$ cat config.mk
export PLATFORM = sky130hd
export DESIGN_NAME = rsc_dec_addr_gen
export DESIGN_NICKNAME = d
export VERILOG_FILES = /design/src/hdl/rsc_dec_pkg.sv /design/src/hdl/rsc_dec_addr_gen.sv
export VERILOG_INCLUDE_DIRS = /design/src /design/src/include
export SDC_FILE = /design/constraint.sdc
export NUM_CORES = 1
export LEC_CHECK = 0
export BUFFER_PORTS_ARGS = -buffer_cell sky130_fd_sc_hd__buf_2
export CORE_MARGIN = 2
export CORE_UTILIZATION = 45
export DETAILED_ROUTE_END_ITERATION = 10
export GPL_TIMING_DRIVEN = 1
export PLACE_DENSITY = 0.68
export SETUP_SLACK_MARGIN = 0.15
export SLEW_MARGIN = 25
export SYNTH_ARGS = -nofsm -noshare
export SYNTH_HDL_FRONTEND = slang
export SYNTH_SLANG_ARGS = --single-unit
$ cat constraint.sdc
create_clock -name iclk -period 5.05 [get_ports iclk]
set_input_delay 0.7575 -clock iclk [delete_from_list [all_inputs] [get_ports iclk]]
set_output_delay 0.7575 -clock iclk [all_outputs]
set_load 0.005 [all_outputs]
$ cat src/include/rsc_dec_defines.svh
// rsc decoder widths, table size and half-iteration gap
`ifndef RSC_DEC_DEFINES_SVH
`define RSC_DEC_DEFINES_SVH

// data widths
`define RSC_LLR_W   5   // systematic llr
`define RSC_EXT_W   6   // extrinsic, saturates to -32..31
`define RSC_ADDR_W  8   // duo-bit address, also sizes the extrinsic store
`define RSC_DTAG_W  2   // duo-bit tag
`define RSC_TAG_W   1   // block tag

// number of ptype entries in the permutation table
`define RSC_NPTYPE  4

// idle cycles between half-iterations
// must cover the addr -> data -> write-back latency
`define RSC_GAP     3

`endif

$ cat src/hdl/rsc_dec_pkg.sv
// rsc decoder package: shared data types and control FSM states
`default_nettype none

`include "rsc_dec_defines.svh"

package rsc_dec_pkg;

  //------------------------------------------------
  // data types
  //------------------------------------------------

  typedef logic signed [`RSC_LLR_W-1:0] bit_llr_t;  // soft input, one bit of a pair
  typedef logic signed [`RSC_EXT_W-1:0] extr_t;     // extrinsic, one bit of a pair

  typedef logic [`RSC_ADDR_W-1:0] addr_t;  // duo-bit address
  typedef logic [`RSC_DTAG_W-1:0] dtag_t;  // per-pair tag from input buffer

  // index into the permutation table
  typedef logic [$clog2(`RSC_NPTYPE)-1:0] ptype_t;

  //------------------------------------------------
  // control FSM
  //------------------------------------------------

  typedef enum logic [1:0] {
    IDLE,  // wait for full input and empty output buffer
    RUN,   // issuing pair addresses
    GAP,   // drain write-back, rewind address gens
    DONE   // wait for last write-back
  } ctrl_state_t;

endpackage

`default_nettype wire

$ cat src/hdl/rsc_dec_addr_gen.sv
// rsc address generator: natural or dvb-rcs permuted duo-bit sweep
`timescale 1ns/100ps
`default_nettype none

`include "rsc_dec_defines.svh"

module rsc_dec_addr_gen #(
  parameter bit B_NF = 1'b0  // 0 sweeps j up from 0, 1 sweeps j down from N-1
) (
  input  logic               iclk,
  input  logic               rst,
  input  logic               clear,
  input  logic               enable,
  input  logic               pmode,
  input  rsc_dec_pkg::addr_t n,
  input  rsc_dec_pkg::addr_t p0,
  input  rsc_dec_pkg::addr_t p [4],
  output rsc_dec_pkg::addr_t saddr
);

  import rsc_dec_pkg::*;

  localparam int SW = `RSC_ADDR_W + 1;  // room for a sum below 2N

  addr_t         j;        // running pair step
  addr_t         pj;       // P0*j mod N
  addr_t         j_init;
  addr_t         pj_init;
  addr_t         pj_next;
  addr_t         paddr;    // permuted address of step j
  logic [SW-1:0] pstep;
  logic [SW-1:0] psum;

  always_comb begin
    // sweep start point
    if (B_NF) begin
      j_init  = n - 1'b1;
      pj_init = (p0 == '0) ? '0 : n - p0;  // P0*(N-1) mod N
    end else begin
      j_init  = '0;
      pj_init = '0;
    end

    // P0*j kept mod N by add or subtract, no multiplier
    pstep = {1'b0, pj} + {1'b0, p0};
    if (B_NF) begin
      pj_next = (pj >= p0) ? pj - p0 : pj + n - p0;
    end else begin
      pj_next = (pstep >= {1'b0, n}) ? pj + p0 - n : pj + p0;
    end

    // P0*j + Pj + 1, one fold is enough
    psum  = {1'b0, pj} + {1'b0, p[j[1:0]]} + 1'b1;
    paddr = (psum >= {1'b0, n}) ? psum[`RSC_ADDR_W-1:0] - n : psum[`RSC_ADDR_W-1:0];
  end

  always_ff @(posedge iclk) begin
    if (rst) begin
      j     <= '0;
      pj    <= '0;
      saddr <= '0;
    end else if (clear) begin
      j  <= j_init;
      pj <= pj_init;
    end else if (enable) begin
      saddr <= pmode ? paddr : j;
      j     <= B_NF ? j - 1'b1 : j + 1'b1;
      pj    <= pj_next;
    end
  end

endmodule

`default_nettype wire

Word-level counts from Yosys, hierarchy flattened
Index checks and enable logic that the tools add are counted.

$add $sub $neg: 7. Magnitude comparators: 3. Mux-type cells: 6. Bitwise logic cells: 2. Reductions and logical operators: 2.

Operators with widths (count): $mux 8 (5); $add 8x8->9 (2); $ge 9x8->1 (2); $bmux 8 s2 (1); $sub 8x8->8 (2); $add 9x1->9 const B (1); $add 8x1->8 const B (1); $add 8x8->8 (1); $ge 3x3->1 const B (1); $not 2->3 (1); $reduce_and 2->1 (1); $reduce_or 2->1 (1); $not 1->1 (1).

Bits in registers: 24. Bits of input ports: 53. Output and inout bits: 8. Logic and storage cells: 23.

Depth between registers and ports, before layout
Word-level depth: 9. Depth in mapped cells: 17. Mapped depth without buffers: 15.

Least setup slack after synthesis
OpenSTA, ideal clock, no wires.

Path type: input-to-reg. From: in p[0] (netlist bit). To: reg saddr[0]. Setup time: 0.095 ns. Data arrival time: 4.257 ns. Required time: 4.955 ns. Slack: 0.698 ns. Cell stages on the path: 16. Buffers on the path: 1. Cell sequence: mux4_2 inv_1 ha_1 fa_1 nor2b_4 o31a_4 or4_1 o311ai_1 ha_1 nand4_1 nor2_1 a2111oi_2 and3_1 buf_6 mux2_1 a221oi_1.

Longest elaborated chain between the ends: 8. Elaborated cells between the ends (all ways): 9. Those cells by class: 3 x add/sub; 1 x order compare; 5 x mux.

Ends and longest elaborated chain: from (decl) (RTL line rsc_dec_addr_gen.sv:17) `input rsc_dec_pkg::addr_t p [4],`; $bmux 8 s2 * (RTL line rsc_dec_addr_gen.sv:53) `psum = {1'b0, pj} + {1'b0, p[j[1:0]]} + 1'b1;`; $mux 8 (implied by the code) * (2 in a row) (RTL line rsc_dec_addr_gen.sv:53); $add 8x8->9 * (RTL line rsc_dec_addr_gen.sv:53); $add 9x1->9 * (RTL line rsc_dec_addr_gen.sv:53); $sub 8x8->8 / $ge 9x8->1 (equally long branches) (RTL line rsc_dec_addr_gen.sv:54) `` paddr = (psum >= {1'b0, n}) ? psum[`RSC_ADDR_W-1:0] - n : psum[`RSC_ADDR_W-1:0]; ``; $mux 8 * (RTL line rsc_dec_addr_gen.sv:54); $mux 8 * (RTL line rsc_dec_addr_gen.sv:66) `saddr <= pmode ? paddr : j;`; to (signal assigned) (RTL line rsc_dec_addr_gen.sv:66); to (decl) (RTL line rsc_dec_addr_gen.sv:18) `output rsc_dec_pkg::addr_t saddr`.

Every way passes the cells marked *; elsewhere a longest branch is shown, timed or not. The select of a mux whose other input is x is not followed. A chain may end at the register's enable or synchronous reset.

Worst setup path in the final report
Same ends and word-level chain as after synthesis.

==> results.py <==
metrics = {
    "critical_path": {
        "r2r_slack_ns": 0.72,
        "crit_buf_inv": 2,
        "cp_slowest_stage_delay_ns": 0.47,
        "endpoint_kind": "flip-flop",
        "critPathKind": "in -> reg",
        "startpoint_type": "input port",
        "worstPathCellList": "buf_2 > mux4_2 > inv_1 > ha_1 > fa_1 > nor2b_4 > o31a_4 > or4_1 > o311ai_1 > ha_1 > nand4_1 > nor2_1 > a2111oi_2 > and3_1 > mux2_1 > a221oi_1",
        "cp.required_ns": 5.24,
        "cp.arrival_ns": 4.52,
        "rr_endpoint": "saddr[0]",
        "cp_slowest_cell": "a2111oi_2",
        "reg2reg_depth": 14,
        "crit_family": "compound AO/OA/AOI/OAI gates",
        "cp_max_fo": 4,
        "critical_path.most_common_cell": "ha_1",
        "reg2reg_from": "j[0]",
    },
    "layout": {
        "nFillCells": 571,
        "diodes": 0,
        "area_growth_pct": 16.12,
        "fin_nets": 465,
        "drive_above_1_share_pct": 25.67,
    },
    "synth": {
        "synth_edf_count": 0,
        "yosysWarnings": 0,
        "synthesis.area_um2": 2755,
        "synth_seq_cells": 24,
        "async_flop_share_pct": 0,
        "syn_avg_cell_area_um2": 8.691,
        "yosysSeqAreaShare_pct": 17.44,
        "syn_inst": 317,
        "ys.flop_type": "dfxtp_1",
        "syn-num-nets": 407,
        "ys_types": 63,
    },
    "detailed_routing": {
        "vias": 2526,
        "post-route-drc-count": 0,
        "vias_per_cell": 5.626,
        "drtIter0Drc": 112,
        "avgRoutedWirePerCell_um": 15.02,
        "wl_um": 6746,
        "ant_nets": 0,
        "drt_pre_antenna_iters": 4,
    },
    "place": {
        "pre_cts_slack_ns": 0.4301,
        "place_hpwl_um": 5669,
        "port_buffers": 60,
        "place_congestion": 0.8540,
    },
    "sta": {
        "setup-tns-final_ns": 0,
        "finalSetupViolCount": 0,
        "finClkSkew_ns": 0.001936,
        "post-route-period-util_pct": 85.73,
        "max_freq_ghz": 0.2310,
        "fin_ws_ns": 0.7206,
        "holdWs_ns": 0.4731,
        "relSlewSlack_pct": 59.41,
        "timing.final.max_slew_violations": 0,
        "worst_slew_pin_slew_ns": 0.6089,
        "fin_crit_ns": 4.329,
        "hold_viol": 0,
        "rsz0062_at_grt": "false",
    },
    "grt": {
        "grt_pass1_wl_um": 10940,
        "met2_usage_pct": 34.27,
        "groute.usage.overall_pct": 21.09,
        "grt_busiest_layer": "met2",
        "overflow": 0,
        "grt_util_met1_pct": 30.09,
        "met3_usage_pct": 1.848,
        "antenna_found_initial": 0,
        "grt_pass1_vias": 2360,
        "grt_max_degree": 25,
    },
    "floorplanning": {
        "rows": 28,
        "dieArea_um2": 6764,
        "fp.dieW_um": 82.25,
        "core_um2": 5921,
        "die_height_um": 82.25,
        "io_pins": 61,
        "start_util_pct": 46.53,
    },
    "power": {
        "p_int_mw": 0.5447,
        "p_comb_share_pct": 57.9,
        "p_clk_share_pct": 19.1,
        "seq_power_share_pct": 23.0,
        "power_density_nw_per_um2": 282.4,
        "leakagePower_nw": 1.407,
        "p_switching_mw": 0.3587,
        "peakVddDrop_mv": 0.1502,
        "switching_share_pct": 39.71,
    },
    "status": {
        "status": "finished, final reports clean",
    },
    "clock_network": {
        "clkLatencyLatePin_ns": 0.27,
        "cts_buffers": 3,
        "clock-sinks": 24,
        "clock-root-buffer": "clkbuf_8",
        "cts_tree": "built",
        "clockBufferDepth": 2,
        "cts_htree_levels": 1,
        "cts_hold_buffers": 0,
        "cts_resized": 0,
        "path_clk_slew_ns": 0.09,
        "cts_setup_buffers": 0,
    },
    "worst_hold_path": {
        "hold_end": "saddr[1]",
        "hold_depth": 2,
        "hold_class": "reg -> reg",
        "hp-start": "saddr[1]",
    },
    "job": {
        "cap_violations": 0,
    },
}
flip-flops by register name, indices dropped and copies added, names as in the netlist:
name   flops
j          8
pj         8
saddr      8
worst reg2reg max path: stages (launching register included):
cell	delay, ns
dfxtp_1	0.48
buf_4	0.22
mux4_2	0.51
ha_1	0.33
o21a_2	0.23
o31a_4	0.12
or4_1	0.40
o311ai_1	0.15
ha_1	0.35
nand4_1	0.10
nor2_1	0.06
a2111oi_2	0.47
and3_1	0.26
mux2_1	0.34
a221oi_1	0.22
kinds of logic (layout without fill, tap and decap cells):
logic type	count (synthesis)	in the layout	synth area share (%)
AND/OR/NAND/NOR	85	85	15.89
multiplexers	21	21	11.49
AO/OA/AOI/OAI	94	94	25.66
XOR/XNOR	20	20	6.358
flip-flops	24	24	17.44
buffers and inverters	36	93	5.268
adder cells (fa/ha/maj)	37	37	17.89
layer usage:
layer  vias up  part of all wire, %  routed length [µm]
li1       1300                    -                   -
met1      1166                   49                3337
met2        52                   45                3069
met3         8                  3.4                 229
met4         0                  1.6                 109
met5         -                    0                   0
through the flow:
| step | area (µm²) | instances | power [mW] | util, % |
|---|---|---|---|---|
| after CTS | 3199 | 449 | 0.9029 | 54.04 |
| after global routing | 3199 | 449 | 0.9631 | 54.04 |
| final | 3199 | 449 | 0.9034 | 54.04 |
| after global placement | 3128 | 445 | 0.7218 | 52.83 |
| after detailed placement | 3128 | 445 | 0.7264 | 52.83 |
| after floorplan | 2755 | 317 | 0.6146 | - |
layout make-up:
cell class                 count  area, µm²  share of cell area (%)
multi-input combinational    257       2130                   66.56
clock buffer                   3      41.29                   1.291
tap                           75      93.84                   2.933
clock inverter                 1      30.03                  0.9386
sequential                    24      480.5                   15.02
timing repair buffer          64      330.3                   10.32
inverter                      25      93.84                   2.933
worst max-delay path by stage:
| stage | from | endpoint | cells past startpoint |
|---|---|---|---|
| 3_5_place_dp | p[0] | saddr[0] | 16 |
| 2_1_floorplan | p[0] | saddr[0] | 16 |
| 3_3_place_gp | p[0] | saddr[0] | 16 |
| 5_1_grt | j[0] | saddr[0] | 15 |
| 6_report | p[0] | saddr[0] | 16 |
| 4_1_cts | j[0] | saddr[0] | 14 |
cell usage after synthesis (all sizes together) (6+ instances only):
master | number | area share, %
a21oi | 23 | 4.3
xor2 | 9 | 2.9
xnor2 | 11 | 3.5
or3 | 6 | 1.5
nand2 | 18 | 2.5
nor2b | 7 | 2.1
ha | 33 | 15
nor3 | 6 | 1.1
nand4 | 7 | 1.6
mux4 | 8 | 6.5
o21a | 9 | 2.5
clkbuf | 7 | 0.95
dfxtp | 24 | 17
inv | 25 | 3.4
nor2 | 26 | 3.5
o21ai | 24 | 4.4
mux2i | 11 | 4.0
placed cells by master (no fill, tap or decap), types with 3 or more instances in the layout:
| cell type | instances |
|---|---|
| buf_2 | 60 |
| ha_1 | 33 |
| nor2_1 | 26 |
| inv_1 | 25 |
| dfxtp_1 | 24 |
| o21ai_0 | 23 |
| a21oi_1 | 22 |
| nand2_1 | 18 |
| xnor2_1 | 11 |
| mux2i_1 | 11 |
| xor2_1 | 9 |
| mux4_2 | 8 |
| o21a_1 | 8 |
| nand4_1 | 7 |
| nor3_1 | 6 |
| nor2b_1 | 5 |
| or3_1 | 5 |
| nand3_1 | 4 |
| o211ai_1 | 4 |
| fa_1 | 4 |
| buf_4 | 4 |
| nand2b_1 | 3 |
| a221oi_2 | 3 |
| a31oi_1 | 3 |
| clkbuf_8 | 3 |
power groups by stage:
stage | Clock [mW] | Sequential (mW) | Combinational, mW
after floorplan | 0 | 0.209 | 0.405
after global placement | 0 | 0.212 | 0.510
after detailed placement | 0 | 0.212 | 0.514
after CTS | 0.177 | 0.208 | 0.518
after global routing | 0.181 | 0.209 | 0.573
final | 0.172 | 0.208 | 0.523
No activity file was read; power rests on OpenSTA's default activity.
