## src/include/rsc_dec_defines.svh

```systemverilog
// rsc decoder widths, table size and half-iteration gap
`ifndef RSC_DEC_DEFINES_SVH
`define RSC_DEC_DEFINES_SVH

// data widths
`define RSC_LLR_W   5   // systematic llr
`define RSC_EXT_W   6   // extrinsic, saturates to -32..31
`define RSC_ADDR_W  8   // duo-bit address, also sizes the extrinsic store
`define RSC_DTAG_W  2   // duo-bit tag
`define RSC_TAG_W   1   // block tag

// number of ptype entries in the permutation table
`define RSC_NPTYPE  4

// idle cycles between half-iterations
// must cover the addr -> data -> write-back latency
`define RSC_GAP     3

`endif

```

## src/hdl/rsc_dec_pkg.sv

```systemverilog
// rsc decoder package: shared data types and control FSM states
`default_nettype none

`include "rsc_dec_defines.svh"

package rsc_dec_pkg;

  //------------------------------------------------
  // data types
  //------------------------------------------------

  typedef logic signed [`RSC_LLR_W-1:0] bit_llr_t;  // soft input, one bit of a pair
  typedef logic signed [`RSC_EXT_W-1:0] extr_t;     // extrinsic, one bit of a pair

  typedef logic [`RSC_ADDR_W-1:0] addr_t;  // duo-bit address
  typedef logic [`RSC_DTAG_W-1:0] dtag_t;  // per-pair tag from input buffer

  // index into the permutation table
  typedef logic [$clog2(`RSC_NPTYPE)-1:0] ptype_t;

  //------------------------------------------------
  // control FSM
  //------------------------------------------------

  typedef enum logic [1:0] {
    IDLE,  // wait for full input and empty output buffer
    RUN,   // issuing pair addresses
    GAP,   // drain write-back, rewind address gens
    DONE   // wait for last write-back
  } ctrl_state_t;

endpackage

`default_nettype wire

```

## src/hdl/rsc_dec_ptable.sv

```systemverilog
// rsc permutation table: block size N, P0 and per-phase offsets for each ptype
`timescale 1ns/100ps
`default_nettype none

`include "rsc_dec_defines.svh"

module rsc_dec_ptable (
  input  logic                iclk,
  input  logic                rst,
  input  rsc_dec_pkg::ptype_t ptype,
  output rsc_dec_pkg::addr_t  n,
  output rsc_dec_pkg::addr_t  p0,
  output rsc_dec_pkg::addr_t  p [4]  // phase offsets, already mod N
);

  import rsc_dec_pkg::*;

  addr_t row [5];  // N, P0, P1, P2, P3

  // N/2 + pp, folded back into 0..N-1
  function automatic addr_t half_off(addr_t nn, addr_t pp);
    logic [`RSC_ADDR_W:0] s;
    s = {1'b0, nn >> 1} + {1'b0, pp};
    if (s >= {1'b0, nn}) begin
      s = s - {1'b0, nn};
    end
    return s[`RSC_ADDR_W-1:0];
  endfunction

  always_comb begin
    case (ptype)
      2'd0:    row = '{48, 11, 24, 0, 24};
      2'd1:    row = '{64, 7, 34, 32, 2};
      2'd2:    row = '{212, 13, 106, 108, 2};
      default: row = '{220, 23, 112, 4, 116};
    endcase
  end

  always_ff @(posedge iclk) begin
    if (rst) begin
      n  <= '0;
      p0 <= '0;
      p  <= '{default: '0};
    end else begin
      n    <= row[0];
      p0   <= row[1];
      p[0] <= '0;                    // phase 0 adds nothing
      p[1] <= half_off(row[0], row[2]);
      p[2] <= row[3];
      p[3] <= half_off(row[0], row[4]);
    end
  end

endmodule

`default_nettype wire

```

## config.mk

```make
export PLATFORM = sky130hd
export DESIGN_NAME = rsc_dec_ptable
export DESIGN_NICKNAME = d
export VERILOG_FILES = /design/src/hdl/rsc_dec_pkg.sv /design/src/hdl/rsc_dec_ptable.sv
export VERILOG_INCLUDE_DIRS = /design/src /design/src/include
export SDC_FILE = /design/constraint.sdc
export NUM_CORES = 1
export LEC_CHECK = 0
export ABC_AREA = 1
export BUFFER_PORTS_ARGS = -buffer_cell sky130_fd_sc_hd__buf_2
export CAP_MARGIN = 20
export CORE_MARGIN = 1
export CORE_UTILIZATION = 49
export DETAILED_ROUTE_END_ITERATION = 7
export GPL_ROUTABILITY_DRIVEN = 0
export PLACE_DENSITY_LB_ADDON = 0.25
export SLEW_MARGIN = 10
export SYNTH_ARGS = -nofsm -noshare
export SYNTH_HDL_FRONTEND = slang
export SYNTH_SLANG_ARGS = --single-unit
```

## constraint.sdc

```tcl
create_clock -name iclk -period 4.65 [get_ports iclk]
set_clock_uncertainty 0.2 [all_clocks]
set_input_delay 0.93 -clock iclk [delete_from_list [all_inputs] [get_ports iclk]]
set_output_delay 0.93 -clock iclk [all_outputs]
set_load 0.005 [all_outputs]
```

## After elaboration in Yosys (flattened, before gate mapping)

Index checks and enable logic that the tools add are counted.

- $add $sub $neg: 4
- Magnitude comparators: 2
- Equality and inequality tests: 2
- Muxes and demuxes: 3
- Reduce and logical (&&, ||, !) cells: 1

Operator list:

| kind | count |
|---|---|
| case mux 40 bit (3 select lines) | 1 |
| adder 7 x 8 -> 9 bit | 2 |
| greater-or-equal comparator 9 x 8 -> 1 bit | 2 |
| two-way mux 8 bit | 2 |
| subtractor 8 bit | 2 |
| == test 2 x 1 -> 1 bit (second input constant) | 1 |
| == test 2 bit (second input constant) | 1 |
| zero test 2 bit | 1 |

- Bits in registers: 48
- Input bits: 4
- Output and inout bits: 48
- Logic and storage cells: 18

## Longest topological paths before layout

Gate-level depths: netlist (run 1).

- Word-level depth: 5
- Gate-level depth with buffers: 13
- Mapped depth without buffers: 13

## Worst setup path before layout (run 1)

Ideal clock, no wire load.

- Path kind: input-to-reg
- Start point: input ptype[0]
- End point: register p[20] in the netlist's numbering
- Library setup time: 116 ps
- Data arrival time: 2218 ps
- Required time: 4334 ps
- Path slack: 2116 ps
- Stages on the path: 10
- Path buffers: 1
- Path through: inv_1 -> ha_1 -> buf_6 -> nand2_1 -> nand3_1 -> ha_1 -> a21o_1 -> xor2_1 -> nor2_1 -> nor2_1

- Longest elaborated chain between the ends: 5
- Elaborated cells between the ends (all ways): 8
- Classes of those cells: add/sub (2); order compare (1); eq/ne (2); mux (2); reduce/logical (1)

Ends and longest elaborated chain:

| element | line | source |
|---|---|---|
| start: declaration | rsc_dec_ptable.sv:10 | `input rsc_dec_pkg::ptype_t ptype,` |
| == test 2 bit, or another cell as far along | rsc_dec_ptable.sv:31 | `case (ptype)` |
| case mux 40 bit (3 select lines) (*) | rsc_dec_ptable.sv:31 |  |
| adder 7 x 8 -> 9 bit | rsc_dec_ptable.sv:23 | `s = {1'b0, nn >> 1} + {1'b0, pp};` |
| subtractor 8 bit / greater-or-equal comparator 9 x 8 -> 1 bit (equally long branches) | rsc_dec_ptable.sv:25, rsc_dec_ptable.sv:24 |  |
| two-way mux 8 bit (*) | rsc_dec_ptable.sv:24 | `if (s >= {1'b0, nn}) begin` |
| end: declaration | rsc_dec_ptable.sv:13 | `output rsc_dec_pkg::addr_t p [4]` |

Every way passes the cells marked *; elsewhere a longest branch is shown, timed or not.
A chain may end at the register's enable or synchronous reset.

## Final worst setup path (run 1)

- Start point: input ptype[1]
- End point: register p[20] in the netlist's numbering

Same word-level chain as after synthesis.

==> results of run 1 <==
-- per-layer routing --
layer	wire length (um)	GRT usage (%)
met1	744	16.91
met2	776	24.00
met3	125	2.424
met4	36	8.796
met5	0	0
-- synthesized netlist by cell type (all sizes together) --
| master | number | area (um^2) |
|---|---|---|
| buf | 29 | 221.5 |
| nand2 | 24 | 107.6 |
| dfxtp | 20 | 400.4 |
| inv | 18 | 70.07 |
| nor2 | 18 | 67.56 |
| ha | 11 | 137.6 |
| a21oi | 8 | 51.30 |
| nand3 | 5 | 25.02 |
| o21ai | 5 | 28.77 |
| a211oi | 1 | 7.510 |
| a21o | 1 | 7.510 |
| a31oi | 1 | 6.260 |
| clkbuf | 1 | 3.750 |
| conb | 1 | 3.750 |
| xor2 | 1 | 8.760 |
-- worst max-delay path, cell delays in order --
cell and delay (ns):
buf_2 0.13, inv_1 0.10, ha_1 0.50, inv_4 0.07, nand2_4 0.09, nand3_1 0.09, ha_1 0.19, a21o_1 0.17
xor2_1 0.14, nor2_1 0.10, nor2_1 0.05
-- registers in the layout, indices dropped and copies added, names as in the netlist --
register	cells
p	12
n	5
p0	3
-- metrics by stage --
| step | setup slack, ns | total power [mW] | instance area [um^2] | std cells |
|---|---|---|---|---|
| floorplan | 2.116 | 0.2769 | 1215 | 162 |
| global placement | 1.834 | 0.2867 | 1185 | 192 |
| detailed placement | 1.762 | 0.2876 | 1185 | 192 |
| CTS | 2.080 | 0.3611 | 1207 | 195 |
| global route | 1.942 | 0.3846 | 1207 | 195 |
| finish | 2.072 | 0.3572 | 1207 | 195 |
-- final timing paths --
path | endpoint | slack, ns | cells past startpoint
worst max-delay path | p[20] | 2.07 | 11
worst min-delay path | n[4] | 0.76 | 2
-- where the power goes --
part	switching, mW	internal (mW)
sequential	0.00362	0.186
clock	0.0438	0.0301
combinational	0.0567	0.0370
total	0.104	0.253
-- cells by family after synthesis --
family / count (synthesis) / share of synthesized area (%)
adders and majority gates: 11 / 12.00
and+or+nand+nor: 47 / 17.45
buffers and inverters: 48 / 25.74
DFF: 20 / 34.90
other: 1 / 0.3268
xor gates and xnor gates: 1 / 0.7635
AOI/OAI and AO/OA: 16 / 8.833
-- cell type report --
type | instances | area (um^2)
Tap cell | 28 | 35.03
Clock buffer | 3 | 22.52
Inverter | 18 | 70.07
Timing Repair Buffer | 32 | 160.2
Multi-Input combinational cell | 94 | 519.2
Sequential cell | 20 | 400.4
Fill cell | 209 | 1005
==> metrics.csv, run 1 <==
stage;metric;value;unit
timing;RSZ-0062 raised after global routing;no;
critical_path;crit end category;register;
critical_path;crit start category;input pin;
timing;Final setup viols;0;
global_routing;initial antenna violation count;0;
flow_run;max-cap violation count;0;
yosys;Syn Inst Count;144;
outcome;status;finished, final reports clean;
route;post-route ant nets;0;
clocking;clock sink count;20;
die;die area;2539;um^2
timing;setup TNS;0;ns
power_and_ir_drop;leak pwr;0.7091;nW
finish;Layout area overhead;5.235;%
global_routing;largest net degree at the start of global routing;15;
route;DRT Pass-1 Iters;4;
critical_path;crit path kind;input pin to register;
route;# DRC;0;
route;Routed WL;1683;um
clocking;Reg clk slew, reported paths;0.09;ns
finish;nets@finish;184;
critical_path;largest fanout on the critical path;8;
yosys;Syn Area/Cell;7.968;um^2
timing;Fin. Hold Viols;0;
die;die height;50.39;um
timing;Final Slew Violations;0;
die;Die X-Extent;50.39;um
yosys;sequential area share after synthesis;34.90;%
global_routing;number of global-route vias before repair;712;
placement;DP HPWL;1375;um
yosys;cell area after synthesis;1147;um^2
clocking;CTS Buf Count;3;
finish;Ant. Diodes;0;
yosys;Synth cell types;23;
timing;min cycle time layout;2.578;ns
clocking;CTS tree;done;
route;Via Count;860;
critical_path;worst endpoint required time;4.64;ns
clocking;post-cts resize count;0;
critical_path;worst path arrival time;2.57;ns
clocking;H-tree Lvls;1;
route;Routed WL per cell;8.631;um
yosys;#FFs+latches synth;20;
global_routing;Total GRT Usage;14.34;%
placement;PortBufs;32;
die;Rows;17;
die;Placeable Area;2212;um^2
finish;share of cells above drive strength 1;27.54;%
clocking;CTS root buf;clkbuf_4;
route;DR vias/cell;4.410;
timing;Tcrit/Tclk final;55.43;%
power_and_ir_drop;VDD IR-drop max;0.1456;mV
finish;most frequent cells in the layout;buf_2, nand2_1, dfxtp_1, conb_1, nor2_1;
worst_hold_path;hold crit path type;input pin to register;
timing;WHS;0.7588;ns
power_and_ir_drop;P per Cell Area;295.9;nW/um^2
finish;most common cell after layout, fill and taps aside;buf_2;
timing;maximum clock rate;0.3879;GHz
yosys;synth warn;0;
finish;final core occ;54.58;%
die;number of top-level pins;52;
clocking;setup bufs post-CTS;0;
route;initial DRC count;18;
global_routing;first-pass GRT wire length;2766;um
die;Starting Density;51.87;%
worst_hold_path;origin of the worst min-delay path;rst;
clocking;CTS Buffer Depth;2;
clocking;# hold bufs at CTS;0;
critical_path;Setup crit start;ptype[1];
global_routing;grt ovf;0;
(Power assumes the default switching activity.)
==> run 2, diff against run 1 <==
- CORE_UTILIZATION: 49 -> 41
- clock period: 4.65 -> 2.3 ns (I/O delays scaled with it)
==> run 2 against run 1 <==
  * Critical path depth unchanged
  * Combinational power increased by 120%
  * Flip-flop and latch count unchanged
  * Utilization decreased by 5.2 points
  * Clock power increased to 2.7 times the previous value
  * First-iteration DRC count increased by 5.6%
  * Hold slack got worse by 0.47 ns
  * Total power increased by 120%
  * Non-clock buffer count increased by 6
  * Via count increased by 2.7%
  * Clock-buffer cell count increased by 1
==> metrics.csv, run 2 (synthesized netlist as in run 1, its figures left out) <==
stage;metric;value;unit;change
finish;share of cells above drive strength 1;30.46;%;+2.9 points
die;die area;3014;um^2;+19%
route;post-route ant nets;0;;unchanged
global_routing;initial antenna violation count;0;;unchanged
placement;Post-DP Area;1232;um^2;+4.0%
clocking;setup bufs post-CTS;0;;unchanged
clocking;post-cts resize count;0;;unchanged
worst_hold_path;hold path endpoint;p[21];;
flow_run;max-cap violation count;0;;unchanged
global_routing;number of global-route vias before repair;805;;+13%
route;top layer in use;met4;;
critical_path;crit start category;input pin;;
finish;Largest regs;p x12, n x5, p0 x3;;
finish;register bank with the most flops;p;;
finish;most common cell after layout, fill and taps aside;buf_2;;
power_and_ir_drop;Comb pwr share;26.1;%;about the same
clocking;H-tree Lvls;1;;unchanged
die;Placeable Area;2567;um^2;+16%
timing;setup TNS;0;ns;unchanged
timing;Tcrit/Tclk final;85.57;%;
clocking;CTS Buf Count;3;;unchanged
die;number of top-level pins;52;;unchanged
route;met3 WL post-DR;130;um;+4.0%
power_and_ir_drop;sequential power share;48.9;%;-4.2 points
power_and_ir_drop;Switching Fraction;28.97;%;-0.17 points
finish;Final Cell Area;1269;um^2;+5.1%
critical_path;worst endpoint required time;2.30;ns;-2.34 ns
die;Rows;18;;+1
power_and_ir_drop;cell internal pwr;0.5565;mW;+120%
power_and_ir_drop;leak pwr;0.7445;nW;+5.0%
route;DR vias/cell;4.328;;-1.9%
power_and_ir_drop;Clock Power Share;25.0;%;+4.3 points
power_and_ir_drop;P per Cell Area;617.6;nW/um^2;+110%
finish;most frequent cells in the layout;buf_2, nand2_1, dfxtp_1, conb_1, nor2_1;;
timing;Final setup viols;0;;unchanged
critical_path;largest fanout on the critical path;5;;-3
clocking;CTS tree;done;;
worst_hold_path;Hold Path Stages;2;;unchanged
critical_path;crit path kind;input pin to register;;
placement;DP HPWL;1622;um;+18%
global_routing;grt ovf;0;;unchanged
critical_path;worst path arrival time;1.97;ns;-0.60 ns
clocking;Reg clk slew, reported paths;0.11;ns;+0.02 ns
route;Via Count;883;;+2.7%
finish;Ant. Diodes;0;;unchanged
clocking;CTS root buf;clkbuf_4;;
worst_hold_path;hold crit path type;input pin to register;;
route;initial DRC count;19;;+1
timing;Final Slew Violations;0;;unchanged
placement;PortBufs;32;;unchanged
die;Starting Density;44.69;%;-7.2 points
timing;RSZ-0062 raised after global routing;no;;
global_routing;Total GRT Usage;14.82;%;+0.48 points
global_routing;first-pass GRT wire length;3249;um;+17%
die;die height;54.90;um;+9.0%
finish;max FFs per register;12;;unchanged
route;Routed WL per cell;9.549;um;+11%
critical_path;crit end category;register;;
route;M1 WL;810;um;+8.9%
route;# DRC;0;;unchanged
timing;maximum clock rate;0.5081;GHz;
finish;nets@finish;190;;+3.3%
clocking;clock sink count;20;;unchanged
power_and_ir_drop;NetSw;0.2270;mW;+120%
finish;Layout area overhead;10.58;%;
clocking;# hold bufs at CTS;0;;unchanged
route;DRT Pass-1 Iters;4;;unchanged
route;WL met2;976;um;+26%
route;Routed WL;1948;um;+16%
critical_path;slowest CP cell;ha_1;;
global_routing;largest net degree at the start of global routing;15;;unchanged
timing;min cycle time layout;1.968;ns;
outcome;status;finished, final reports clean;;
critical_path;critical path cell sequence;buf_2, inv_1, ha_1, inv_4, nand2_4, nand3_1, ha_1, a21o_1, xor2_1, nor2_1, nor2_1;;
worst_hold_path;origin of the worst min-delay path;rst;;
critical_path;CP peak stage delay;0.38;ns;-0.12 ns
timing;Fin. Hold Viols;0;;unchanged
die;Die X-Extent;54.90;um;+9.0%
power_and_ir_drop;VDD IR-drop max;0.3681;mV;+150%
clocking;CTS Buffer Depth;2;;unchanged
## run 2: cell count changes in the layout (fill, tap and decap cells not counted), sizes merged
cell | previous run | this run
clkbuf | 3 | 4
buf | 32 | 38
## run 2: layer usage
layer	track usage [%]	up-vias
met2	28.71	39
met1	16.26	384
met3	1.913	4
li1	-	456
met4	5.000	0
met5	0	-
## run 2: power groups by stage
stage,Clock (mW),Combinational (mW),Sequential [mW]
2_1_floorplan,0,0.162,0.398
3_3_place_gp,0,0.201,0.391
3_5_place_dp,0,0.206,0.392
4_1_cts,0.202,0.206,0.384
5_1_grt,0.217,0.238,0.389
6_report,0.196,0.205,0.383
## run 2: area by class of cell
class,instances,area (um^2)
fill,275,1299
multi-input combinational,94,519.2
sequential,20,400.4
timing repair buffer,38,205.2
inverter,18,70.07
tap,30,37.54
clock buffer,4,36.28
## run 2: stage by stage
stage	std cells	setup slack (ns)	hold WS [ns]	total power [mW]	util, %
final	204	0.3320	0.2843	0.7835	49.42
after global routing	204	0.1392	0.3008	0.8429	49.42
after CTS	204	0.3229	0.2878	0.7919	49.42
after detailed placement	200	0.004947	0.6021	0.5976	48.00
after global placement	200	0.07093	0.5978	0.5916	48.00
after floorplan	162	0.2362	0.3328	0.5598	-
## run 2: how the worst max path moves through the flow
stage	start	endpoint	cells past startpoint
after floorplan	ptype[0]	p[20]	10
after CTS	ptype[0]	p[20]	11
final	ptype[0]	p[20]	11
after global routing	ptype[0]	p[22]	13
after detailed placement	ptype[0]	p[20]	11
after global placement	ptype[1]	p[22]	14
## run 2: worst max-delay path: cells and delay by family
family,cells,cell delay (ns)
adder cells (fa/ha/maj),2,0.58
AND/OR/NAND/NOR,4,0.35
buffers and inverters,3,0.26
AO/OA/AOI/OAI,1,0.17
XOR/XNOR,1,0.15
==> run 3, diff against run 2 <==
- CORE_MARGIN: 1 -> 2
- CORE_UTILIZATION: 41 -> 46
- clock period: 2.3 -> 2 ns (I/O delays scaled with it)
==> run 3 against run 2 <==
  * Die area down 3.5%
  * Hold slack worse by 0.081 ns
  * Via count up 13%
  * Total power up 24%
  * Sequential share of layout area down 4.2 points
  * Utilization up 11 points
  * First-iteration DRC count down 47%
  * Wire length up 12%
==> metrics.csv, run 3 (synthesized netlist as in run 1, its figures left out) <==
stage;metric;value;unit;change
outcome;status;finished, final reports clean;;
critical_path;worst endpoint required time;2.02;ns;-0.28 ns
die;Placeable Area;2410;um^2;-6.1%
worst_hold_path;hold crit path type;input pin to register;;
finish;Final Cell Area;1461;um^2;+15%
die;Starting Density;47.61;%;+2.9 points
worst_hold_path;hold path endpoint;n[6];;
global_routing;met2 usage in global routing;28.66;%;-0.056 points
die;number of top-level pins;52;;unchanged
global_routing;initial antenna violation count;0;;unchanged
timing;Final WS setup;0.1556;ns;-0.1763 ns
clocking;CTS Buf Count;3;;unchanged
global_routing;met1 usage;17.38;%;+1.1 points
timing;maximum clock rate;0.5422;GHz;
global_routing;number of global-route vias before repair;830;;+3.1%
placement;PortBufs;32;;unchanged
clocking;H-tree Lvls;1;;unchanged
route;DRT Pass-1 Iters;4;;unchanged
critical_path;slowest CP cell;ha_1;;
timing;Fin. Hold Viols;0;;unchanged
route;DR vias/cell;4.401;;+1.7%
worst_hold_path;Hold Path Stages;2;;unchanged
timing;Tcrit/Tclk final;92.22;%;
route;Routed WL;2191;um;+12%
clocking;CTS root buf;clkbuf_4;;
route;Routed WL per cell;9.652;um;+1.1%
global_routing;Total GRT Usage;16.04;%;+1.2 points
critical_path;critical path cell sequence;buf_2, inv_1, buf_4, ha_1, inv_1, nand2_1, nand3_2, ha_1, a21o_1, xor2_1, nor2_1, nor2_1;;
clocking;setup bufs post-CTS;0;;unchanged
power_and_ir_drop;VDD IR-drop max;0.4491;mV;+22%
power_and_ir_drop;P per Cell Area;663.1;nW/um^2;+7.4%
finish;register bank with the most flops;p;;
global_routing;met3 Track Usage GR;2.778;%;+0.87 points
clocking;Reg clk slew, reported paths;0.11;ns;about the same
clocking;CTS Buffer Depth;2;;unchanged
route;Via Count;999;;+13%
clocking;CTS tree;done;;
global_routing;largest net degree at the start of global routing;15;;unchanged
worst_hold_path;origin of the worst min-delay path;rst;;
die;Rows;18;;unchanged
die;die height;53.94;um;-1.7%
finish;nets@finish;213;;+12%
critical_path;crit start category;input pin;;
route;initial DRC count;10;;-9
finish;Largest regs;p x12, n x5, p0 x3;;
finish;Ant. Diodes;0;;unchanged
global_routing;first-pass GRT wire length;3339;um;+2.8%
die;Die X-Extent;53.94;um;-1.7%
placement;placed insts;223;;+12%
finish;most common cell after layout, fill and taps aside;buf_2;;
route;post-route ant nets;0;;unchanged
finish;share of cells above drive strength 1;40.61;%;+10 points
timing;Final Slew Violations;0;;unchanged
finish;most frequent cells in the layout;buf_2, buf_4, nand2_1, dfxtp_1, conb_1;;
finish;non-filler cells in the finished layout;227;;+11%
finish;final core occ;60.64;%;+11 points
placement;Post-DP Area;1408;um^2;+14%
finish;Layout area overhead;27.37;%;
finish;max FFs per register;12;;unchanged
critical_path;CP peak stage delay;0.20;ns;-0.18 ns
timing;RSZ-0062 raised after global routing;no;;
timing;Final setup viols;0;;unchanged
flow_run;max-cap violation count;0;;unchanged
global_routing;grt ovf;0;;unchanged
global_routing;Top Usage Layer GRT;met2;;
die;die area;2910;um^2;-3.5%
critical_path;largest fanout on the critical path;4;;-1
critical_path;crit end category;register;;
critical_path;Worst path top cell family by delay;buffers and inverters;;
timing;min cycle time layout;1.844;ns;
placement;DP HPWL;1794;um;+11%
power_and_ir_drop;leak pwr;0.8541;nW;+15%
clocking;clock sink count;20;;unchanged
critical_path;worst path arrival time;1.86;ns;-0.11 ns
route;# DRC;0;;unchanged
critical_path;crit path kind;input pin to register;;
critical_path;Buffers & Inverters on Critical Path;4;;+1
power_and_ir_drop;total power;0.9690;mW;+24%
placement;Place WS;-0.2426;ns;-0.2475 ns
==> run 3: timing repair <==
action / 4_1_cts / 5_1_grt
resized for setup: 0 / 4
endpoints found under the setup margin: 0 / 2
hold buffers: 0 / 0
==> run 3: through the flow <==
stage | setup TNS [ns] | hold slack (ns)
floorplan | 0 | 0.2728
global placement | -0.7792 | 0.5288
detailed placement | -1.043 | 0.5334
CTS | 0 | 0.2131
global route | 0 | 0.2270
finish | 0 | 0.2038
==> run 3: power by group <==
part / internal, mW / switching (mW) / total (mW)
registers: 0.433 / 0.00875 / 0.441
logic: 0.140 / 0.152 / 0.291
clock network: 0.111 / 0.125 / 0.236
total: 0.684 / 0.285 / 0.969
==> run 3: worst max-delay path by stage <==
| stage | slack [ns] | endpoint | cells past startpoint | from |
|---|---|---|---|---|
| final | 0.16 | p[20] | 12 | ptype[0] |
| after detailed placement | -0.24 | p[20] | 11 | ptype[0] |
| after global placement | -0.19 | p[20] | 11 | ptype[0] |
| after global routing | 0.005 | p[20] | 12 | ptype[0] |
| after floorplan | 0.01 | p[20] | 11 | ptype[0] |
| after CTS | 0.08 | p[20] | 11 | ptype[0] |
==> run 3: cell type report <==
cell class                      instances  area, um^2
Tap cell                               30       37.54
Sequential cell                        20       400.4
Timing Repair Buffer                   61       377.9
Multi-Input combinational cell         94       539.3
Clock buffer                            4       36.28
Fill cell                             234       948.4
Inverter                               18       70.07
==> run 3: layer usage <==
layer | up-vias | routed length, um
li1 | 502 | -
met1 | 457 | 920
met2 | 35 | 1108
met3 | 5 | 110
met4 | 0 | 51
met5 | - | 0
