--- config.mk ---
export PLATFORM = sky130hd
export DESIGN_NAME = rsc_dec_llr_accum
export DESIGN_NICKNAME = d
export VERILOG_FILES = /design/src/hdl/rsc_dec_pkg.sv /design/src/hdl/rsc_dec_llr_accum.sv
export VERILOG_INCLUDE_DIRS = /design/src /design/src/include
export SDC_FILE = /design/constraint.sdc
export NUM_CORES = 1
export LEC_CHECK = 0
export BUFFER_PORTS_ARGS = -buffer_cell sky130_fd_sc_hd__buf_2
export CAP_MARGIN = 20
export CORE_ASPECT_RATIO = 1.75
export CORE_UTILIZATION = 40
export CTS_CLUSTER_DIAMETER = 200
export DETAILED_ROUTE_END_ITERATION = 7
export PLACE_DENSITY = 0.69
export SYNTH_ARGS = -nofsm -noshare
export SYNTH_HDL_FRONTEND = slang
export SYNTH_SLANG_ARGS = --single-unit
export TNS_END_PERCENT = 30
--- constraint.sdc ---
create_clock -name iclk -period 2.3 [get_ports iclk]
set_input_delay 0.23 -clock iclk [delete_from_list [all_inputs] [get_ports iclk]]
set_output_delay 0.23 -clock iclk [all_outputs]
set_load 0.01 [all_outputs]
--- src/include/rsc_dec_defines.svh ---
// rsc decoder widths, table size and half-iteration gap
`ifndef RSC_DEC_DEFINES_SVH
`define RSC_DEC_DEFINES_SVH

// data widths
`define RSC_LLR_W   5   // systematic llr
`define RSC_EXT_W   6   // extrinsic, saturates to -32..31
`define RSC_ADDR_W  8   // duo-bit address, also sizes the extrinsic store
`define RSC_DTAG_W  2   // duo-bit tag
`define RSC_TAG_W   1   // block tag

// number of ptype entries in the permutation table
`define RSC_NPTYPE  4

// idle cycles between half-iterations
// must cover the addr -> data -> write-back latency
`define RSC_GAP     3

`endif

--- src/hdl/rsc_dec_pkg.sv ---
// rsc decoder package: shared data types and control FSM states
`default_nettype none

`include "rsc_dec_defines.svh"

package rsc_dec_pkg;

  //------------------------------------------------
  // data types
  //------------------------------------------------

  typedef logic signed [`RSC_LLR_W-1:0] bit_llr_t;  // soft input, one bit of a pair
  typedef logic signed [`RSC_EXT_W-1:0] extr_t;     // extrinsic, one bit of a pair

  typedef logic [`RSC_ADDR_W-1:0] addr_t;  // duo-bit address
  typedef logic [`RSC_DTAG_W-1:0] dtag_t;  // per-pair tag from input buffer

  // index into the permutation table
  typedef logic [$clog2(`RSC_NPTYPE)-1:0] ptype_t;

  //------------------------------------------------
  // control FSM
  //------------------------------------------------

  typedef enum logic [1:0] {
    IDLE,  // wait for full input and empty output buffer
    RUN,   // issuing pair addresses
    GAP,   // drain write-back, rewind address gens
    DONE   // wait for last write-back
  } ctrl_state_t;

endpackage

`default_nettype wire

--- src/hdl/rsc_dec_llr_accum.sv ---
// rsc lane update: saturated extrinsic accumulate and hard duo-bit decision
`timescale 1ns/100ps
`default_nettype none

`include "rsc_dec_defines.svh"

module rsc_dec_llr_accum (
  input  logic                 iclk,
  input  logic                 rst,
  input  logic                 val,
  input  logic                 first,   // first half, stored extrinsic is stale
  input  logic                 last,    // final half, emit decisions
  input  rsc_dec_pkg::addr_t   addr,    // one cycle ahead of data
  input  rsc_dec_pkg::bit_llr_t sllr [2],
  input  rsc_dec_pkg::dtag_t   stag,
  input  rsc_dec_pkg::extr_t   extr [2],
  output logic                 wr,
  output logic                 dat_val,
  output rsc_dec_pkg::addr_t   waddr,
  output rsc_dec_pkg::extr_t   wextr [2],
  output logic [1:0]           dat,
  output rsc_dec_pkg::dtag_t   dtag
);

  import rsc_dec_pkg::*;

  localparam int SUM_W = `RSC_EXT_W + 1;
  localparam logic signed [SUM_W-1:0] EXT_MAX = SUM_W'((1 << (`RSC_EXT_W - 1)) - 1);
  localparam logic signed [SUM_W-1:0] EXT_MIN = SUM_W'(-EXT_MAX - 1);

  addr_t                   addr_q;
  logic signed [SUM_W-1:0] e_old [2];
  logic signed [SUM_W-1:0] sum [2];
  extr_t                   sat [2];

  always_comb begin
    for (int k = 0; k < 2; k++) begin
      e_old[k] = first ? '0 : SUM_W'(extr[k]);  // sign extended
      sum[k]   = SUM_W'(sllr[k]) + e_old[k];
      if (sum[k] > EXT_MAX) begin
        sat[k] = EXT_MAX[`RSC_EXT_W-1:0];
      end else if (sum[k] < EXT_MIN) begin
        sat[k] = EXT_MIN[`RSC_EXT_W-1:0];
      end else begin
        sat[k] = sum[k][`RSC_EXT_W-1:0];
      end
    end
  end

  // payload path
  always_ff @(posedge iclk) begin
    addr_q <= addr;
    waddr  <= addr_q;  // write back where it was read
    wextr  <= sat;
    dtag   <= stag;
    if (val & last) begin
      dat <= {sum[1][SUM_W-1], sum[0][SUM_W-1]};  // 1 when negative
    end
  end

  always_ff @(posedge iclk) begin
    if (rst) begin
      wr      <= 1'b0;
      dat_val <= 1'b0;
    end else begin
      wr      <= val;
      dat_val <= val & last;
    end
  end

endmodule

`default_nettype wire

# ---- After elaboration in Yosys (flattened, before gate mapping)
# Index checks and enable logic that the tools add are counted.
dict set report totals {
  word_cells 19
  register_bits 34
  out_inout_bits 26
  input_bits 37
}
dict set report op_classes {
  add_sub_neg 2
  mux 4
  bitwise_logic 1
  n_lt_le_gt_ge 4
}
# op n
set op_table {}
lappend op_table {{adder 5 x 7 -> 7 bit} 2}
lappend op_table {{> comparator 7 x 6 -> 1 bit, second input constant} 2}
lappend op_table {{less-than comparator 7 x 6 -> 1 bit, second input constant} 2}
lappend op_table {{two-way mux 7 bit} 2}
lappend op_table {{two-way mux 6 bit} 2}
lappend op_table {{AND 1 bit} 1}

# ---- Longest topological paths before layout
# Gate-level depths: netlist (run 1).
dict set report depth {
  word_depth 4
  mapped_depth 8
  mapped_depth_nobuf 7
}

# ---- Least setup slack after synthesis (run 1)
# OpenSTA, ideal clock, no wires.
dict set report synth_timing {
  kind {input to register}
  startpoint {input port first}
  endpoint {register wextr[0] (netlist name)}
  setup_ps 134
  path_stages 8
  n_path_buf 1
  required_time_ps 2166
  setup_slack_ps 234
  arrival_ps 1932
  path_cell_list {clkbuf_1 > nor2b_1 > ha_1 > fa_1 > a211oi_2 > nor4_2 > a22oi_2 > o211ai_1}
}
dict set report synth_via {
  elab_chain_len 4
  elab_cells_between_ends 5
}
# item line
set synth_lines {}
lappend synth_lines {{from (decl)} rsc_dec_llr_accum.sv:11} ;# input logic first,
lappend synth_lines {{two-way mux 7 bit (*)} rsc_dec_llr_accum.sv:38} ;# e_old[k] = first ? '0 : SUM_W'(extr[k]);
lappend synth_lines {{adder 5 x 7 -> 7 bit (*)} rsc_dec_llr_accum.sv:39} ;# sum[k] = SUM_W'(sllr[k]) + e_old[k];
lappend synth_lines {{less-than comparator 7 x 6 -> 1 bit} rsc_dec_llr_accum.sv:42} ;# end else if (sum[k] < EXT_MIN) begin
lappend synth_lines {{two-way mux 6 bit} rsc_dec_llr_accum.sv:42}
lappend synth_lines {{to (signal assigned)} rsc_dec_llr_accum.sv:54} ;# wextr <= sat;
lappend synth_lines {{to (decl)} rsc_dec_llr_accum.sv:20} ;# output rsc_dec_pkg::extr_t wextr [2],
# Mark *: on every way between the ends. The rest lies on a longest branch, timed or not.
# A chain may end at the register's enable or synchronous reset.

# ---- Worst setup path in the final report (run 1)
dict set report layout_timing {
  startpoint {input port first}
  endpoint {register wextr[3] (netlist name)}
}
# The elaborated chain is that of the path after synthesis.

==> results.py, run 1 <==
metrics = {
    "status": {
        "status": "complete, no violations",
    },
    "routing": {
        "drt_iter0_markers": 5,
        "drc": 0,
        "avgViaCountPerCell": 5.00,
        "routedWlPerCell_um": 11.7,
        "drt_wl_total_mm": 2.98,
        "postRouteAntennaNets": 0,
        "route.vias.total": 1274,
        "dr.pass1.iters": 4,
    },
    "clocking": {
        "clk_pin_slew_worst_paths_ps": 70,
        "clock_sinks": 34,
        "numCtsBuffers": 5,
        "post-cts-setup-buffers": 0,
        "cts_buffer_depth": 2,
        "cts-resized-gates": 0,
        "ctsHoldBuffers": 0,
        "clk_latency_ps": 280,
        "cts_root_buffer": "clkbuf_8",
        "cts_tree": "done",
        "h-tree-depth": 2,
    },
    "place": {
        "dp_hpwl_mm": 2.51,
        "dp_slack_ps": 114,
        "placedCellCount": 247,
        "gp_congestion": 0.762,
        "port-buffer-count": 62,
    },
    "setup_path": {
        "worstPathArrival_ps": 2030,
        "cp_top_family": "compound AO/OA/AOI/OAI gates",
        "crit_path_top_delay_cell": "fa_1",
        "cp-start-kind": "input port",
        "cp_num_buf_inv": 1,
        "slowest_delay_ps": 430,
        "path_max_fanout": 12,
        "cp_cell_sequence": "buf_2, nor2b_1, ha_1, fa_1, a211oi_2, nor4_2, a22oi_2, o211ai_1",
        "worstRegToRegCells": 0,
        "path_depth": 8,
        "crit_required_ps": 2440,
        "endpoint_kind": "register",
        "path_class": "in -> reg",
    },
    "global_route": {
        "grt_pass1_wl_mm": 5.00,
        "first_global_vias": 1215,
        "antenna_found_initial": 0,
        "grt_max_degree": 13,
        "track_usage": 0.163,
        "grt_overflow_total": 0,
    },
    "timing": {
        "hold_violations": 0,
        "slew_viol_final": 0,
        "finalSetupViolCount": 0,
        "finClkSkew_ps": 0.345,
        "fin_ws_ps": 411,
        "final.setup.tns_ps": 0,
        "fmax_ghz": 0.529,
        "rsz0062_at_grt": "false",
        "layout_min_cycle_time_ps": 1890,
        "worst_pin_slew_ps": 388,
        "final.period_utilization": 0.821,
        "slew_headroom": 0.734,
    },
    "final_layout": {
        "finalNonFillerCells": 255,
        "fin_nets": 259,
        "diodes": 0,
        "utilization": 0.556,
        "area_growth_pct": 33.1,
        "drive_gt1_frac": 0.373,
    },
    "floorplanning": {
        "rows": 29,
        "die_x_um": 48.3,
        "die_area_um2": 4010,
        "die_h_um": 83.1,
        "io_pins": 63,
        "core_area_um2": 3590,
        "initial_utilization": 0.418,
    },
    "power_and_ir_drop": {
        "p_leak_nw": 0.952,
        "power.density_nw_per_um2": 792,
        "ir_drop_uv": 459,
    },
    "logic_synthesis": {
        "ys_types": 33,
        "syn_nets": 191,
        "ys_seq_area_frac": 0.467,
        "synth-async-reset-ratio": 0,
        "yosys_warnings": 0,
        "synth_area_leaders": "dfxtp_1 43%, ha_1 10%, o211ai_1 6.0%",
        "yosys_most_used_dff": "dfxtp_1",
        "syn_inst": 140,
        "ys_ff_latch": 34,
        "yosysTopAreaCell": "dfxtp_1",
        "netlist_area_um2": 1500,
        "synth_top_area_frac": 0.427,
        "avgSynthCellArea_um2": 10.7,
        "synth_edf_count": 2,
    },
    "hold_path": {
        "hold_path.class": "in -> reg",
        "holdPathStages": 1,
    },
    "flow_run": {
        "maxCapViolations": 0,
    },
}
-- per-stage QoR --
stage	instance area, µm²	hold WS (ps)	total power [mW]
final	2000	46.8	1.58
after global routing	2000	33.4	1.66
after CTS	2000	33.8	1.60
after detailed placement	1870	314	0.998
after global placement	1870	311	0.994
after floorplan	1500	258	0.882
-- registers in the layout, indices dropped and copies added, names as in the netlist --
signal,count
dat_val,1
dat,2
waddr,8
dtag,2
wr,1
wextr,12
addr_q,8
-- kinds of logic after synthesis --
logic type | synth area share
and+or+nand+nor | 0.158
adders and majority gates | 0.127
buffers and inverters | 0.0300
AOI/OAI and AO/OA | 0.167
xor gates and xnor gates | 0.0233
DFF | 0.467
muxes | 0.0283
-- final timing paths --
kind / start / end / slack (ps)
hold / removal: addr[4] / addr_q[4] / 50
hold reg to reg: addr_q[7] / waddr[7] / 330
setup / recovery: first / wextr[3] / 410
setup reg to reg: addr_q[4] / waddr[4] / 1900
-- cell usage in the layout (no fill, tap or decap), types with 2 or more instances in the layout --
master    Yosys  layout
a211o_1       2       2
a211oi_2      2       2
a21o_1        2       2
a21oi_1       4       4
a22o_1        2       2
and2_1        3       3
buf_2         0      62
clkbuf_8      0       5
dfxtp_1      32      32
edfxtp_1      2       2
fa_1          2       2
ha_1         12      12
inv_1        11      11
mux2i_1       2       2
nand2_1       5       5
nand3_1       3       3
nor2_1        8       8
nor2b_1      14      14
o211ai_1     12      12
o21ai_0       3       3
o221ai_1      2       2
xnor2_1       4       4
-- cell usage after synthesis, types with 3 or more instances --
cell type,count
inv_1,11
o211ai_1,12
nand2_1,5
ha_1,12
and2_1,3
nor2b_1,14
dfxtp_1,32
o21ai_0,3
xnor2_1,4
nand3_1,3
nor2_1,8
a21oi_1,4
-- where the power goes --
| part | switching (mW) | internal [mW] |
|---|---|---|
| Clock | 0.209 | 0.390 |
| Sequential | 0.0124 | 0.659 |
| Combinational | 0.164 | 0.147 |
| Total | 0.386 | 1.20 |
-- per-layer routing --
layer  GRT usage  routed length [µm]  vias to the layer above
met4      0.0963                  63                        0
met5           0                   0                        -
met3      0.0513                 208                        7
li1            -                   -                      637
met2       0.312                1680                       48
met1       0.142                1030                      582
-- final cells by class --
cell class | count | area, µm²
inverters | 11 | 41.3
clock buffers | 6 | 93.8
repair buffers | 62 | 310
multi-input cells | 94 | 756
fillers | 352 | 1590
flip-flops and latches | 34 | 701
clock inverters | 2 | 38.8
well taps | 46 | 57.6
Power figures use the tool's default switching activity.
==> inputs of run 2 (changes only) <==
- ABC_AREA: unset -> 1
- PLACE_DENSITY: 0.69 -> 0.72
- clock period: 2.3 -> 1.71 ns (I/O delays scaled with it)
==> run 2 against run 1 <==
Compared with the run above: total power is 22% higher; cell count is 16% higher; sequential share of layout area is 1.3 points lower; register-to-register slack worse by 590 ps; clock skew is 1.3 ps higher; largest cell class is now sequential cells; routed wire length is 11% lower.
==> results.py, run 2 <==
metrics = {
    "status": {
        "status": "complete, no violations",
    },
    "logic_synthesis": {
        "yosys.area_share.adder": 0.130,
        "synth_area_leaders": "dfxtp_1 44%, nand2_1 11%, ha_1 10%",
        "ys_types": 17,
        "ys_seq_area_frac": 0.479,
        "avgSynthCellArea_um2": 8.93,
        "synth-async-reset-ratio": 0,
        "yosys_most_used_dff": "dfxtp_1",
        "syn_inst": 164,
        "yosysTopAreaCell": "dfxtp_1",
        "synth_compound_area_frac": 0.0137,
        "synth_edf_count": 2,
        "muxShareOfSynthArea": 0,
        "synth_most_common_cell": "nand2_1",
        "synthSimpleGateAreaFrac": 0.278,
        "syn_nets": 215,
        "synth_xor_area_frac": 0.0359,
        "synth_common_cells": "41 x nand2_1, 32 x dfxtp_1, 24 x inv_1, 16 x nor2_1, 12 x ha_1",
        "synth_top_family_by_area": "simple AND/OR/NAND/NOR gates",
        "netlist_area_um2": 1460,
        "ys_ff_latch": 34,
        "yosys_warnings": 0,
        "synth_top_area_frac": 0.438,
    },
    "floorplanning": {
        "die_x_um": 47.7,
        "die_h_um": 82.0,
        "core_area_um2": 3430,
        "rows": 28,
        "initial_utilization": 0.426,
        "io_pins": 63,
        "die_area_um2": 3920,
    },
    "clocking": {
        "cts_tree": "done",
        "cts_root_buffer": "clkbuf_8",
        "post-cts-setup-buffers": 0,
        "clk_latency_ps": 270,
        "h-tree-depth": 2,
        "cts_buffer_depth": 2,
        "clk_pin_slew_worst_paths_ps": 60,
        "numCtsBuffers": 5,
        "clock_sinks": 34,
    },
    "setup_path": {
        "crit_start": "first",
        "path_max_fanout": 7,
        "reg2reg_from": "addr_q[3]",
        "path_class": "in -> reg",
        "rrSetupSlack_ps": 1310,
        "crit_required_ps": 1880,
        "cp-start-kind": "input port",
        "endpoint_kind": "register",
        "r2r_end": "waddr[3]",
        "worstPathArrival_ps": 1590,
        "worstRegToRegCells": 0,
    },
    "global_route": {
        "grt_max_degree": 11,
        "first_global_vias": 1122,
        "antenna_found_initial": 0,
        "grt_pass1_wl_mm": 4.20,
        "grt_overflow_total": 0,
        "track_usage": 0.151,
    },
    "final_layout": {
        "area_growth_pct": 41.6,
        "fin_nets": 301,
        "fillers": 340,
        "final_common_cell": "buf_2",
        "drive_gt1_frac": 0.368,
        "top_register": "wextr",
        "stdcell_area_um2": 2070,
        "diodes": 0,
        "final_cell_mix": "62 x buf_2, 41 x nand2_1, 32 x dfxtp_1",
        "reg_top3": "wextr x12, addr_q x8, waddr x8",
        "largest_reg_flops": 12,
        "finalNonFillerCells": 295,
    },
    "flow_run": {
        "maxCapViolations": 0,
    },
    "routing": {
        "postRouteAntennaNets": 0,
        "drt_iter0_markers": 16,
        "drt_wl_total_mm": 2.65,
        "drc": 0,
        "dr.pass1.iters": 6,
        "avgViaCountPerCell": 4.32,
        "routedWlPerCell_um": 8.98,
        "route.vias.total": 1274,
    },
    "power_and_ir_drop": {
        "p_int_mw": 1.43,
        "power_mw": 1.93,
        "p_switching_mw": 0.506,
        "ir_drop_uv": 627,
        "power_frac_comb": 0.240,
        "seq_power_share": 0.470,
        "p_leak_nw": 1.18,
        "clkPwrFrac": 0.289,
        "swShare": 0.262,
        "power.density_nw_per_um2": 933,
    },
    "timing": {
        "fin_ws_ps": 283,
        "hold_violations": 0,
        "fmax_ghz": 0.701,
        "rsz0062_at_grt": "false",
        "final.period_utilization": 0.835,
        "finClkSkew_ps": 1.63,
        "slew_viol_final": 0,
        "layout_min_cycle_time_ps": 1430,
        "finalSetupViolCount": 0,
        "slew_headroom": 0.830,
        "worst_pin_slew_ps": 255,
    },
    "place": {
        "dp_slack_ps": -33.8,
        "port-buffer-count": 62,
        "gp_congestion": 0.781,
        "dp_hpwl_mm": 2.06,
        "placedCellCount": 278,
        "postPlaceCellArea_um2": 1890,
    },
    "hold_path": {
        "min-delay-start": "rst",
        "holdPathStages": 2,
        "hold_path.class": "in -> reg",
        "min_to": "wr",
    },
}
[run 2: cell types whose count changed in the layout (fill, tap and decap cells not counted), moves of 6 or more]
| cell | previous run | this run |
|---|---|---|
| buf_4 | 0 | 8 |
| nand2_1 | 5 | 41 |
| dlygate4sd3_1 | 0 | 10 |
| inv_1 | 11 | 24 |
| o211ai_1 | 12 | 0 |
| nand2_2 | 0 | 6 |
| nor2b_1 | 14 | 0 |
| nor2_1 | 8 | 16 |
[run 2: worst max path at each step]
stage | endpoint | cells after the start
6_report | wextr[4] | 12
5_1_grt | wextr[4] | 12
4_1_cts | wextr[4] | 12
3_5_place_dp | wextr[0] | 12
3_3_place_gp | wextr[2] | 12
2_1_floorplan | wextr[1] | 12
[run 2: logic make-up after synthesis]
family / count (synthesis)
AO/OA/AOI/OAI: 4
XOR/XNOR: 6
adder cells (fa/ha/maj): 14
buffers and inverters: 25
flip-flops: 34
AND/OR/NAND/NOR: 81
[run 2: final cells by class]
type	instances	area, µm²	share of cell area
multi-input cells	105	669	0.323
well taps	45	56.3	0.0272
flip-flops and latches	34	701	0.338
clock buffers	7	86.3	0.0416
inverters	24	90.1	0.0435
repair buffers	80	470	0.227
[run 2: metrics by stage]
step	utilization	hold WS [ps]	setup TNS, ps
5_1_grt	0.604	53.8	0
6_report	0.604	60.3	0
4_1_cts	0.604	50.5	0
3_5_place_dp	0.550	275	-151
2_1_floorplan	-	199	0
3_3_place_gp	0.550	274	-43.4
[run 2: power groups by stage]
stage | registers, mW | clock network [mW] | logic, mW
CTS | 0.910 | 0.586 | 0.470
floorplan | 0.976 | 0 | 0.229
finish | 0.910 | 0.560 | 0.465
detailed placement | 0.927 | 0 | 0.451
global route | 0.920 | 0.614 | 0.528
global placement | 0.926 | 0 | 0.447
[run 2: timing repair]
action,CTS,global route
gates resized for setup,0,0
endpoints found under the hold margin,10,0
hold buffers,10,0
[run 2: per-layer routing]
metal / global-route usage / wire [µm]
met3: 0.0264 / 156
met5: 0 / 0
met4: 0.125 / 115
met2: 0.261 / 1410
met1: 0.142 / 965
[run 2: worst max-delay path: stages]
cell,delay (ps)
buf_2,160
nor2_1,70
ha_1,200
fa_1,390
nand3_1,100
nand2_1,80
nand2_1,90
nand2_2,80
nand2_4,90
nand2_4,60
nand2_1,50
nand2_1,40
==> inputs of run 3 (changes only) <==
- clock period: 1.71 -> 1.2 ns (I/O delays scaled with it)
==> run 3 against run 2 <==
Compared with the run above: the run now ends with setup timing left; combinational power increased by 72%; final area rose by 12%; critical path depth decreased by 2; flip-flop and latch count is the same; clock-buffer cell count is the same; cell count is 4.4% higher; total power is 49% higher; non-clock buffer count is 13 higher; first-iteration DRC count down 44%.
==> results.py, run 3 (synthesis results as in run 2) <==
metrics = {
    "routing": {
        "dr.pass1.iters": 4,
        "drt_wl_total_mm": 3.10,
        "drt_iter0_markers": 9,
        "drc": 0,
        "route.vias.total": 1322,
        "routedWlPerCell_um": 10.1,
        "avgViaCountPerCell": 4.29,
        "postRouteAntennaNets": 0,
    },
    "timing": {
        "final.setup.tns_ps": -0.623,
        "hold_violations": 0,
        "whs_ps": 19.4,
        "layout_min_cycle_time_ps": 1200,
        "fin_ws_ps": -0.623,
        "worst_pin_slew_ps": 327,
        "slew_viol_final": 0,
        "final.period_utilization": 1.00,
        "finClkSkew_ps": 3.61,
        "fmax_ghz": 0.833,
        "finalSetupViolCount": 1,
        "rsz0062_at_grt": "true",
        "slew_headroom": 0.781,
    },
    "place": {
        "port-buffer-count": 62,
        "gp_congestion": 0.806,
        "dp_hpwl_mm": 2.28,
        "postPlaceCellArea_um2": 2000,
    },
    "global_route": {
        "first_global_vias": 1316,
        "grt_pass1_wl_mm": 4.69,
        "antenna_found_initial": 0,
        "grt_overflow_total": 0,
        "track_usage": 0.164,
        "grt_max_degree": 13,
    },
    "power_and_ir_drop": {
        "power_mw": 2.88,
        "ir_drop_uv": 672,
        "power.density_nw_per_um2": 1250,
        "p_leak_nw": 1.25,
    },
    "hold_path": {
        "min_to": "dat_val",
        "min-delay-start": "rst",
        "holdPathStages": 2,
        "hold_path.class": "in -> reg",
    },
    "setup_path": {
        "crit_path_top_delay_cell": "fa_2",
        "worst_path_most_repeated_cell": "nand2_2",
        "crit_required_ps": 1230,
        "cp-start-kind": "input port",
        "r2r_end": "waddr[5]",
        "reg2reg_from": "addr_q[5]",
        "path_max_fanout": 6,
        "cp_cell_sequence": "buf_12, nor2_2, ha_2, fa_2, nand3_2, nand2_2, nand2_2, nand2_2, nand2_4, buf_4",
        "worstRegToRegCells": 0,
        "slowest_delay_ps": 210,
        "rrSetupSlack_ps": 800,
        "endpoint_kind": "register",
        "path_class": "in -> reg",
        "worstPathArrival_ps": 1230,
    },
    "final_layout": {
        "top_register": "wextr",
        "stdcell_area_um2": 2310,
        "utilization": 0.674,
        "reg_top3": "wextr x12, addr_q x8, waddr x8",
        "drive_gt1_frac": 0.510,
        "multi_input_area_um2": 774,
        "final_cell_mix": "60 x buf_2, 32 x dfxtp_1, 31 x nand2_1",
        "seq_area_um2": 701,
        "fin_nets": 314,
        "fillers": 304,
        "final_common_cell": "buf_2",
        "largest_reg_flops": 12,
        "diodes": 0,
        "area_growth_pct": 58.1,
    },
    "clocking": {
        "clock_sinks": 34,
        "clk_pin_slew_worst_paths_ps": 60,
        "h-tree-depth": 2,
        "cts_tree": "done",
        "numCtsBuffers": 5,
        "clk_latency_ps": 270,
        "cts_root_buffer": "clkbuf_8",
        "cts_buffer_depth": 2,
    },
    "floorplanning": {
        "io_pins": 63,
        "die_area_um2": 3920,
        "rows": 28,
        "initial_utilization": 0.426,
        "die_x_um": 47.7,
        "core_area_um2": 3430,
        "die_h_um": 82.0,
    },
    "flow_run": {
        "maxCapViolations": 0,
    },
    "status": {
        "violations": "setup timing",
        "status": "complete, but fails checks",
    },
}
-- run 3: per-layer routing --
layer  share of wire  GRT usage  up-vias
met3           0.068     0.0352        7
met5               0          0        -
li1                -          -      700
met4           0.021     0.0833        0
met2            0.56      0.314       55
met1            0.35      0.147      560
-- run 3: where the power goes --
group / switching (mW) / internal [mW] / total (mW)
clock: 0.332 / 0.454 / 0.785
sequential: 0.0266 / 1.27 / 1.30
combinational: 0.403 / 0.395 / 0.798
-- run 3: area by class of cell --
cell class	instances	share of cell area
clock buffers	7	0.0373
inverters	24	0.0389
multi-input cells	105	0.335
flip-flops and latches	34	0.303
well taps	45	0.0243
repair buffers	93	0.262
-- run 3: stage by stage --
| stage | std cells | setup slack, ps |
|---|---|---|
| global route | 308 | -96.2 |
| detailed placement | 289 | -454 |
| floorplan | 164 | -240 |
| global placement | 289 | -429 |
| finish | 308 | -0.623 |
| CTS | 306 | -13.0 |
-- run 3: what timing repair did --
item                                    4_1_cts  5_1_grt
gates cloned                                  0        1
endpoints found under the setup margin       13       12
pin swaps                                     3       12
resized for setup                             9       20
buffers inserted                              0        1
hold endpoints to repair                     10        0
hold buffers                                 10        0
-- run 3: critical path, delay by kind of cell --
family	cells	cell delay, ps
and+or+nand+nor	6	470
adders and majority gates	2	400
buffers and inverters	2	230
-- run 3: how the worst max path moves through the flow --
stage,startpoint,to,slack [ps]
2_1_floorplan,first,wextr[0],-240
3_3_place_gp,first,wextr[8],-430
3_5_place_dp,first,wextr[10],-450
4_1_cts,first,dat[0],-10
5_1_grt,extr[3],wextr[4],-100
6_report,first,dat[0],-0.6
